`src/led_status_pkg.sv`:
```
//------------------------------------------------------------
// field widths, host write and read-back structs
// blinker state encoding
//------------------------------------------------------------

package led_status_pkg;

   //------------------------------------------------------------
   // field widths
   //------------------------------------------------------------

   // blink count per channel and per frame
   localparam int AMOUNT_W = 8;
   // channel index, enough for eight channels
   localparam int CHAN_W = 3;

   //------------------------------------------------------------
   // scalar types
   //------------------------------------------------------------

   typedef logic [AMOUNT_W-1:0] led_amount_t;
   typedef logic [CHAN_W-1:0] led_chan_t;

   //------------------------------------------------------------
   // host side structs
   //------------------------------------------------------------

   // one host write, taken on the write strobe
   typedef struct packed {
      led_chan_t chan;
      led_amount_t amount;
      // holds the led on whatever the pattern
      logic force_on;
   } led_wr_t;

   // stored value of one channel as seen by the host
   typedef struct packed {
      led_amount_t amount;
      logic force_on;
   } led_rd_t;

   //------------------------------------------------------------
   // blinker FSM
   //------------------------------------------------------------

   // COUNTDOWN decides between another pulse and going dark
   typedef enum logic [1:0] {
      IDLE      = 2'd0,
      LED_ON    = 2'd1,
      LED_OFF   = 2'd2,
      COUNTDOWN = 2'd3
   } blink_state_e;

endpackage
```
`src/led_status_top.sv`:
```
//------------------------------------------------------------
// LED status indicator top level
// frame timer, config registers, one blinker per channel
//------------------------------------------------------------
`timescale 1ns/100ps

module led_status_top #(
   parameter int g_num_chan     = 4,
   parameter int g_total_period = 64,
   parameter int g_blink_on     = 2,
   parameter int g_blink_off    = 3
) (
   input  logic                      ClkRs_ix,
   input  logic                      rst_n_i,
   input  logic                      wr_stb_i,
   input  led_status_pkg::led_wr_t   wr_i,
   input  logic                      rd_stb_i,
   input  led_status_pkg::led_chan_t rd_chan_i,
   output led_status_pkg::led_rd_t   rd_o,
   output logic                      rd_valid_o,
   output logic [g_num_chan-1:0]     led_o,
   output logic                      frame_o
);
   import led_status_pkg::*;

   logic frame_tick;
   led_amount_t [g_num_chan-1:0] amount_b;
   logic [g_num_chan-1:0] force_b;

   led_frame_timer #(
      .g_total_period(g_total_period)
   ) u_frame_timer (
      .ClkRs_ix    (ClkRs_ix),
      .rst_n_i     (rst_n_i),
      .frame_tick_o(frame_tick)
   );

   led_cfg_regs #(
      .g_num_chan    (g_num_chan),
      .g_total_period(g_total_period),
      .g_blink_on    (g_blink_on),
      .g_blink_off   (g_blink_off)
   ) u_cfg_regs (
      .ClkRs_ix  (ClkRs_ix),
      .rst_n_i   (rst_n_i),
      .wr_stb_i  (wr_stb_i),
      .wr_i      (wr_i),
      .rd_stb_i  (rd_stb_i),
      .rd_chan_i (rd_chan_i),
      .rd_o      (rd_o),
      .rd_valid_o(rd_valid_o),
      .amount_o  (amount_b),
      .force_o   (force_b)
   );

   // one sequencer per LED, all on the shared frame tick
   for (genvar ch = 0; ch < g_num_chan; ch++) begin : g_chan
      led_blinker #(
         .g_blink_on (g_blink_on),
         .g_blink_off(g_blink_off)
      ) u_blinker (
         .ClkRs_ix    (ClkRs_ix),
         .rst_n_i     (rst_n_i),
         .frame_tick_i(frame_tick),
         .amount_i    (amount_b[ch]),
         .force_i     (force_b[ch]),
         .led_o       (led_o[ch])
      );
   end

   // host sees the same tick the blinkers use
   assign frame_o = frame_tick;

endmodule

```
`src/led_blinker.sv`:
```
//------------------------------------------------------------
// per-channel blink sequencer FSM with force override
//------------------------------------------------------------
`timescale 1ns/100ps

module led_blinker #(
   parameter int g_blink_on  = 2,
   parameter int g_blink_off = 3
) (
   input  logic                        ClkRs_ix,
   input  logic                        rst_n_i,
   input  logic                        frame_tick_i,
   input  led_status_pkg::led_amount_t amount_i,
   input  logic                        force_i,
   output logic                        led_o
);
   import led_status_pkg::*;

   // on counter runs from on - 1 down to zero
   localparam int ON_W = (g_blink_on > 1) ? $clog2(g_blink_on) : 1;
   // off phase is one cycle short, COUNTDOWN supplies the last low cycle
   localparam int OFF_W = (g_blink_off > 1) ? $clog2(g_blink_off) : 1;
   localparam logic [ON_W-1:0] ON_LOAD = ON_W'(g_blink_on - 1);
   localparam logic [OFF_W-1:0] OFF_LOAD =
      OFF_W'((g_blink_off > 1) ? g_blink_off - 2 : 0);

   blink_state_e state_q;
   // pulses still to go in this frame
   led_amount_t remain_q;
   logic [ON_W-1:0] on_cnt_q;
   logic [OFF_W-1:0] off_cnt_q;

   //------------------------------------------------------------
   // sequencer
   //------------------------------------------------------------

   always_ff @(posedge ClkRs_ix or negedge rst_n_i) begin
      if (!rst_n_i) begin
         state_q <= IDLE;
         remain_q <= '0;
         on_cnt_q <= '0;
         off_cnt_q <= '0;
      end else if (frame_tick_i) begin
         // tick wins over any running sequence
         remain_q <= amount_i;
         // zero count stays dark
         if (amount_i != '0)
            state_q <= COUNTDOWN;
         else
            state_q <= IDLE;
      end else begin
         case (state_q)
            IDLE: begin
               // dark until the next tick
               state_q <= IDLE;
            end

            COUNTDOWN: begin
               if (remain_q == '0) begin
                  state_q <= IDLE;
               end else begin
                  remain_q <= remain_q - 1'b1;
                  on_cnt_q <= ON_LOAD;
                  state_q <= LED_ON;
               end
            end

            LED_ON: begin
               if (on_cnt_q != '0) begin
                  on_cnt_q <= on_cnt_q - 1'b1;
               end else if (g_blink_off > 1) begin
                  off_cnt_q <= OFF_LOAD;
                  state_q <= LED_OFF;
               end else begin
                  // single off cycle is COUNTDOWN alone
                  state_q <= COUNTDOWN;
               end
            end

            LED_OFF: begin
               if (off_cnt_q != '0)
                  off_cnt_q <= off_cnt_q - 1'b1;
               else
                  state_q <= COUNTDOWN;
            end

            default: begin
               state_q <= IDLE;
            end
         endcase
      end
   end

   // led straight from the state register, force on top
   assign led_o = force_i | (state_q == LED_ON);

endmodule

```
`src/led_cfg_regs.sv`:
```
//------------------------------------------------------------
// per-channel blink count and force registers
// write clamping and registered read-back
//------------------------------------------------------------
`timescale 1ns/100ps

module led_cfg_regs #(
   parameter int g_num_chan     = 4,
   parameter int g_total_period = 64,
   parameter int g_blink_on     = 2,
   parameter int g_blink_off    = 3
) (
   input  logic                                         ClkRs_ix,
   input  logic                                         rst_n_i,
   input  logic                                         wr_stb_i,
   input  led_status_pkg::led_wr_t                      wr_i,
   input  logic                                         rd_stb_i,
   input  led_status_pkg::led_chan_t                    rd_chan_i,
   output led_status_pkg::led_rd_t                      rd_o,
   output logic                                         rd_valid_o,
   output led_status_pkg::led_amount_t [g_num_chan-1:0] amount_o,
   output logic [g_num_chan-1:0]                        force_o
);
   import led_status_pkg::*;

   // blinks that still finish inside one frame
   localparam int MAX_BLINKS = (g_total_period - 1) / (g_blink_on + g_blink_off);
   localparam int AMOUNT_TOP = 2**AMOUNT_W - 1;
   localparam led_amount_t MAX_AMOUNT =
      led_amount_t'((MAX_BLINKS < AMOUNT_TOP) ? MAX_BLINKS : AMOUNT_TOP);

   led_amount_t wr_amount;
   led_rd_t rd_data;

   // clamp on the way in, the blinker never sees an oversized count
   assign wr_amount = (wr_i.amount > MAX_AMOUNT) ? MAX_AMOUNT : wr_i.amount;

   // channel match per slot, indexes past g_num_chan hit nothing
   always_ff @(posedge ClkRs_ix or negedge rst_n_i) begin
      if (!rst_n_i) begin
         amount_o <= '0;
         force_o <= '0;
      end else if (wr_stb_i) begin
         for (int i = 0; i < g_num_chan; i++) begin
            if (wr_i.chan == led_chan_t'(i)) begin
               amount_o[i] <= wr_amount;
               force_o[i] <= wr_i.force_on;
            end
         end
      end
   end

   // read mux, unknown channel reads as zero
   always_comb begin
      rd_data = '0;
      for (int i = 0; i < g_num_chan; i++) begin
         if (rd_chan_i == led_chan_t'(i)) begin
            rd_data.amount = amount_o[i];
            rd_data.force_on = force_o[i];
         end
      end
   end

   // read data, captured only on a request
   always_ff @(posedge ClkRs_ix) begin
      if (rd_stb_i)
         rd_o <= rd_data;
   end

   always_ff @(posedge ClkRs_ix or negedge rst_n_i) begin
      if (!rst_n_i)
         rd_valid_o <= 1'b0;
      else
         rd_valid_o <= rd_stb_i;
   end

endmodule

```
`src/led_frame_timer.sv`:
```
//------------------------------------------------------------
// frame timer, one tick per repetition frame
//------------------------------------------------------------
`timescale 1ns/100ps

module led_frame_timer #(
   parameter int g_total_period = 64
) (
   input  logic ClkRs_ix,
   input  logic rst_n_i,
   output logic frame_tick_o
);

   // counter only has to hold period - 1
   localparam int CNT_W = (g_total_period > 1) ? $clog2(g_total_period) : 1;
   localparam logic [CNT_W-1:0] RELOAD = CNT_W'(g_total_period - 1);

   logic [CNT_W-1:0] cnt_q;

   // down-counter, reload and tick share the same edge
   // so the first tick lands g_total_period cycles after reset
   always_ff @(posedge ClkRs_ix or negedge rst_n_i) begin
      if (!rst_n_i) begin
         cnt_q <= RELOAD;
         frame_tick_o <= 1'b0;
      end else begin
         if (cnt_q == '0) begin
            cnt_q <= RELOAD;
            frame_tick_o <= 1'b1;
         end else begin
            cnt_q <= cnt_q - 1'b1;
            frame_tick_o <= 1'b0;
         end
      end
   end

endmodule

```
`config.mk`:
```
export PLATFORM = sky130hd
export DESIGN_NAME = led_status_top
export DESIGN_NICKNAME = d
export VERILOG_FILES = /design/src/led_status_pkg.sv /design/src/led_status_top.sv /design/src/led_blinker.sv /design/src/led_cfg_regs.sv /design/src/led_frame_timer.sv
export SDC_FILE = /design/constraint.sdc
export NUM_CORES = 1
export LEC_CHECK = 0
export ABC_AREA = 1
export BUFFER_PORTS_ARGS = -buffer_cell sky130_fd_sc_hd__buf_4
export CORE_AREA = 2 2 125 127
export DETAILED_ROUTE_END_ITERATION = 16
export DIE_AREA = 0 0 127 129
export GPL_TIMING_DRIVEN = 0
export PLACE_DENSITY = 0.59
export SYNTH_ARGS = -nofsm -noshare
export SYNTH_HDL_FRONTEND = slang
export SYNTH_SLANG_ARGS = --single-unit
export TNS_END_PERCENT = 5
```
`constraint.sdc`:
```
create_clock -name ClkRs_ix -period 1.5 [get_ports ClkRs_ix]
set_clock_uncertainty 0.2 [all_clocks]
set_input_delay 0.15 -clock ClkRs_ix [delete_from_list [all_inputs] [get_ports ClkRs_ix]]
set_output_delay 0.15 -clock ClkRs_ix [all_outputs]
set_load 0.005 [all_outputs]
```
==> impl_metrics.yaml, run 1 <==
pwr:
  p_clk_share_pct: 19.9
  p_seq_share_pct: 32.3
  finalPower_uw: 13130
  peakVddDrop_v: 0.001055
  p_leak_uw: 0.003415
  power_switching_uw: 5162
  p_comb_share_pct: 47.8
  switching_share_pct: 39.31
  cell_internal_pwr_uw: 7971
  p_per_area_mw_per_mm2: 1826
timing:
  tightest_slew_ns: 0.4896
  slew-limit-headroom_pct: 67.36
  maxSlewViolCount: 0
  setup_viol: 53
  rsz0062_at_grt: "yes"
  max_freq_mhz: 591.0
  post-route-min-period_ns: 1.692
  final.period_utilization_pct: 112.8
  setup_ws_ns: -0.1921
  hold_viol_final: 0
place:
  dp_hpwl_mm: 10.14
  io_buffers: 32
  gp_congestion: 0.8749
outcome:
  outcome: "complete, but fails checks"
  violations: "negative setup slack"
final_layout:
  final_common_cell: "nand2_1"
  syn_to_final_growth_pct: 21.81
  fin_util_pct: 48.02
  most-common-layout-cells: "nand2_1, dfrtp_1, inv_1, nand3_1, nor2_1"
  antenna_cells: 0
  drive_gt1_share_pct: 23.91
  final_nets: 822
  n_fill_cell: 1400
worst_hold_path:
  min_path_type: "primary input to register"
clocking:
  clk_latency_ns: 0.36
  numCtsBuffers: 9
  clkSinkCount: 105
  cts.path.max_buffers: 2
  cts.clk_slew.worst_paths_ns: 0.07
  h-tree-depth: 3
  cts_root_buf: "clkbuf_16"
  cts_tree: "done"
drt:
  top_layer: "met4"
  drt-total-wl_mm: 14.29
  vias: 4881
  met3_length_microns: 498
  vias_per_cell: 5.032
  wl_met2_mm: 7.167
  wl_per_cell_microns: 14.74
  postRouteAntennaNets: 0
  drt-met1-wl_mm: 6.406
  drc: 0
  drtIter0Drc: 365
  drtPass1Iterations: 5
setup_path:
  endpoint_kind: "register"
  cp.required_ns: 1.54
  path_cells: "inv_2 -> ha_1 -> inv_1 -> nor3_2 -> nand2_2 -> nand3_4 -> inv_4 -> o21ai_1 -> nand2_1"
  slowest_delay_ns: 0.42
  start_kind: "register"
  r2r.worst_path.cells: 9
  critPathArrivalTime_ns: 1.74
  rrSetupSlack_ns: -0.19
  cp-startpoint: "g_chan[1].u_blinker.remain_q[0]$_DFFE_PN0P_"
  critPathMaxFanout: 7
  crit_path_end: "g_chan[1].u_blinker.state_q[0]$_DFFE_PN0P_"
  reg2reg_to: "g_chan[1].u_blinker.state_q[0]$_DFFE_PN0P_"
  slowest_stage: "dfrtp_1"
  r2r-start: "g_chan[1].u_blinker.remain_q[0]$_DFFE_PN0P_"
  path_class: "register to register"
global_routing:
  antenna_found_initial: 0
  gr-usage-all-layers_pct: 18.28
  grt-ovfl-total: 0
  grt_pass1_wl_mm: 23.39
  grt_max_degree: 97
  grt_pass1_vias: 4745
floorplanning:
  dieWidth_microns: 127
  die_y_microns: 129
  die_area_sq_mm: 0.01638
  core-area_sq_mm: 0.01498
  fp-row-count: 45
  num_io_pins: 34
  start_util_pct: 39.42
synthesis:
  synth_nets: 756
  ys_seq_area_share_pct: 45.39
  synth_seq_cells: 105
  synth-edff-count: 9
  synthArstFlopShare_pct: 91.43
  synthCells: 711
  synth_area_sq_mm: 0.005904
  synthFlopType: "dfrtp_1"
  netlist-cell-type-count: 48
  syn_area_per_cell_sq_um: 8.304
  yosysWarnings: 0
job:
  drv_cap: 0
cell type report:
class | count | area [sq um] | area share (%)
multi-input cells | 479 | 2898 | 40.29
flip-flops and latches | 105 | 2680 | 37.27
repair buffers | 58 | 505.5 | 7.029
inverters | 110 | 435.4 | 6.054
clock buffers | 14 | 264.0 | 3.671
well taps | 188 | 235.2 | 3.271
plain buffers | 14 | 113.9 | 1.583
clock inverters | 2 | 60.06 | 0.8351
kinds of logic (layout without fill, tap and decap cells):
group	after synthesis	count (layout)	share of synthesized area [%]
AND/OR/NAND/NOR	340	340	26.76
buffers and inverters	127	198	9.155
flip-flops	105	105	45.39
AO/OA/AOI/OAI	100	100	11.25
adder cells (fa/ha/maj)	26	26	5.510
XOR/XNOR	13	13	1.928
repair_timing:
| item | in CTS | in global routing |
|---|---|---|
| hold endpoints to repair | 118 | 34 |
| hold buffers | 7 | 1 |
| pin swaps | 21 | 14 |
| resized for setup | 64 | 32 |
| setup endpoints to repair | 56 | 63 |
| setup buffers | 14 | 3 |
state kept, by name, indices dropped and copies added, names as in the netlist:
register,flops
g_chan.u_blinker.remain_q,32
u_cfg_regs.force_o,4
u_cfg_regs.rd_valid_o,1
g_chan.u_blinker.on_cnt_q,4
u_cfg_regs.rd_o,9
g_chan.u_blinker.state_q,8
g_chan.u_blinker.off_cnt_q,8
u_cfg_regs.amount_o,32
u_frame_timer.frame_tick_o,1
u_frame_timer.cnt_q,6
routing by layer:
layer	GRT usage (%)	vias to the layer above
met1	23.25	2347
met2	30.83	80
met5	0	-
met4	6.141	0
met3	4.366	19
li1	-	2435
worst max-delay path, delay by kind of cell, from the launching register on:
family	cells	cell delay (ns)
and+or+nand+nor	4	0.46
DFF	1	0.42
buffers and inverters	3	0.19
AOI/OAI and AO/OA	1	0.16
adders and majority gates	1	0.14
power by group through the flow:
stage / Combinational [uW] / Clock (uW) / Sequential, uW
after global routing: 7070 / 2780 / 4340
after global placement: 4910 / 0 / 4250
after CTS: 5940 / 2670 / 4230
after detailed placement: 5120 / 0 / 4280
after floorplan: 4090 / 0 / 4150
final: 6280 / 2610 / 4250
cells in the mapped netlist (all sizes together) (6+ instances only):
cell | n | area share, %
inv | 110 | 7.1
dfrtp | 90 | 38
ha | 26 | 5.5
nand2 | 175 | 12
edfxtp | 9 | 4.6
dfstp | 6 | 2.7
a21oi | 11 | 1.4
buf | 17 | 2.1
or2 | 6 | 0.68
xor2 | 10 | 1.5
nand3 | 71 | 6.5
o211ai | 19 | 2.8
o2111ai | 6 | 0.89
o21ai | 49 | 4.2
nor2 | 76 | 6.2
per-stage QoR:
step	area, sq um	hold slack [ns]	setup TNS, ns	instances	setup slack, ns
floorplan	5904	-0.3456	-0.1415	711	-0.03998
global placement	6380	0.1897	-5.337	931	-0.1936
detailed placement	6380	0.1945	-7.471	931	-0.2175
CTS	7043	-0.08613	-4.363	965	-0.2304
global route	7192	0.09026	-9.533	970	-0.2759
finish	7192	0.06163	-4.776	970	-0.1921
how the worst min path moves through the flow:
stage,startpoint,endpoint,slack (ns),cells after the start
after floorplan,rst_n_i,g_chan[0].u_blinker.off_cnt_q[0]$_DFFE_PN0P_,-0.35,0
after global placement,rd_stb_i,u_cfg_regs.rd_valid_o$_DFF_PN0_,0.19,1
after detailed placement,rd_stb_i,u_cfg_regs.rd_valid_o$_DFF_PN0_,0.19,1
after CTS,rst_n_i,g_chan[0].u_blinker.on_cnt_q$_DFFE_PN0P_,-0.09,1
after global routing,rd_chan_i[0],u_cfg_regs.rd_o[8]$_DFFE_PP_,0.09,3
final,wr_i[4],u_cfg_regs.amount_o[27]$_DFFE_PN0P_,0.06,5
(Power assumes the default switching activity.)
==> inputs of run 2 (changes only) <==
REMOVE_ABC_BUFFERS = 1   (was not set)
==> impl_metrics.yaml, run 2 (synthesized netlist as in run 1, its figures left out) <==
clocking:
  h-tree-depth: 3
  numCtsBuffers: 9
  hold_buffers: 8
  cts.clk_slew.worst_paths_ns: 0.07
  cts_tree: "done"
  cts_root_buf: "clkbuf_16"
  clk_latency_ns: 0.36
  cts.path.max_buffers: 2
  clkSinkCount: 105
drt:
  drtPass1Iterations: 4
  postRouteAntennaNets: 0
  wl_per_cell_microns: 14.13
  vias: 4850
  vias_per_cell: 5.000
  drt-total-wl_mm: 13.71
  drtIter0Drc: 277
  drc: 0
outcome:
  violations: "negative hold slack, negative setup slack"
  outcome: "complete, but fails checks"
global_routing:
  gr-usage-all-layers_pct: 17.40
  antenna_found_initial: 0
  grt_max_degree: 97
  grt_pass1_vias: 4677
  grt-ovfl-total: 0
  grt_pass1_wl_mm: 22.43
job:
  drv_cap: 0
pwr:
  peakVddDrop_v: 0.0007131
  p_leak_uw: 0.003393
  p_per_area_mw_per_mm2: 1787
  finalPower_uw: 12840
final_layout:
  final_common_cell: "nand2_1"
  seq_area_sq_mm: 0.002684
  multi_input_area_sq_mm: 0.002914
  syn_to_final_growth_pct: 21.74
  antenna_cells: 0
  final_cells: 970
  n_fill_cell: 1392
  reg.largest.list: "g_chan.u_blinker.remain_q x32, u_cfg_regs.amount_o x32, u_cfg_regs.rd_o x9"
  final_area_sq_mm: 0.007188
  most-common-layout-cells: "nand2_1, dfrtp_1, inv_1, nand3_1, buf_4"
  final_nets: 822
  drive_gt1_share_pct: 24.17
setup_path:
  start_kind: "register"
  critPathMaxFanout: 2
  endpoint_kind: "primary output"
  cp.required_ns: 1.15
  path_class: "register to primary output"
  critPathArrivalTime_ns: 1.32
timing:
  max_freq_mhz: 597.1
  setup_viol: 40
  slew-limit-headroom_pct: 39.27
  hold_viol_final: 90
  rsz0062_at_grt: "yes"
  timing.hold.ws_ns: -0.3253
  post-route-min-period_ns: 1.675
  tightest_slew_ns: 0.9109
  maxSlewViolCount: 0
  setup_ws_ns: -0.1747
  final.period_utilization_pct: 111.6
floorplanning:
  die_area_sq_mm: 0.01638
  die_y_microns: 129
  core-area_sq_mm: 0.01498
  fp-row-count: 45
  start_util_pct: 39.42
  dieWidth_microns: 127
  num_io_pins: 34
place:
  dp_hpwl_mm: 9.471
  io_buffers: 33
  place_inst: 916
  gp_congestion: 0.8608
  placed_area_sq_mm: 0.006286
worst_hold_path:
  min_path_type: "primary input to asynchronous set/reset pin"
## run 2: critical path: stages (launching register included)
cell and delay (ns):
dfrtp_1 0.37, inv_2 0.05, ha_2 0.18, or2_4 0.24, buf_4 0.13
## run 2: path summary, 6_finish.rpt
path	start	endpoint	slack, ns	depth (start not counted)
max	g_chan[1].u_blinker.state_q[1]$_DFFE_PN0P_	led_o[1]	-0.17	4
min	rst_n_i	g_chan[0].u_blinker.on_cnt_q$_DFFE_PN0P_	-0.33	1
max reg2reg	g_chan[1].u_blinker.remain_q[0]$_DFFE_PN0P_	g_chan[1].u_blinker.remain_q[1]$_DFFE_PN0P_	-0.13	8
min reg2reg	u_frame_timer.cnt_q[0]$_DFF_PN1_	u_frame_timer.cnt_q[0]$_DFF_PN1_	0.26	1
max in group asynchronous	rst_n_i	u_frame_timer.frame_tick_o$_DFF_PN0_	0.76	1
min in group ClkRs_ix	wr_i[4]	u_cfg_regs.amount_o[27]$_DFFE_PN0P_	0.02	5
## run 2: area by class of cell
cell class | count | share of cell area [%]
Clock buffer | 10 | 3.185
Clock inverter | 6 | 0.8181
Inverter | 110 | 6.214
Multi-Input combinational cell | 479 | 40.54
Sequential cell | 105 | 37.34
Tap cell | 188 | 3.272
Timing Repair Buffer | 72 | 8.634
## run 2: power breakdown
group | internal, uW | switching, uW | total (uW)
Sequential | 3650 | 610 | 4260
Combinational | 2810 | 3430 | 6240
Clock | 1280 | 1060 | 2340
Total | 7740 | 5100 | 12800
## run 2: what timing repair did
item,CTS,global route
hold endpoints to repair,120,90
setup buffers,25,4
setup endpoints to repair,57,74
cloned,1,0
resized for setup,58,33
pin swaps,21,15
## run 2: per-layer routing
layer	track usage [%]	wire [microns]	up-vias
li1	-	-	2422
met1	21.47	5966	2328
met2	30.17	7042	84
met3	4.033	496	16
met4	5.947	202	0
met5	0	0	-
## run 2: metrics by stage
step           utilization (%)  hold slack [ns]  setup TNS, ns  setup WS (ns)
2_1_floorplan                -          -0.3456         -30.17        -0.7075
3_3_place_gp             41.83           0.1968         -64.78         -1.342
3_5_place_dp             41.97           0.1986         -17.34        -0.3880
4_1_cts                  47.12         -0.06957         -3.608        -0.1607
5_1_grt                  48.00          -0.2218         -7.564        -0.2363
6_report                 48.00          -0.3253         -2.850        -0.1747
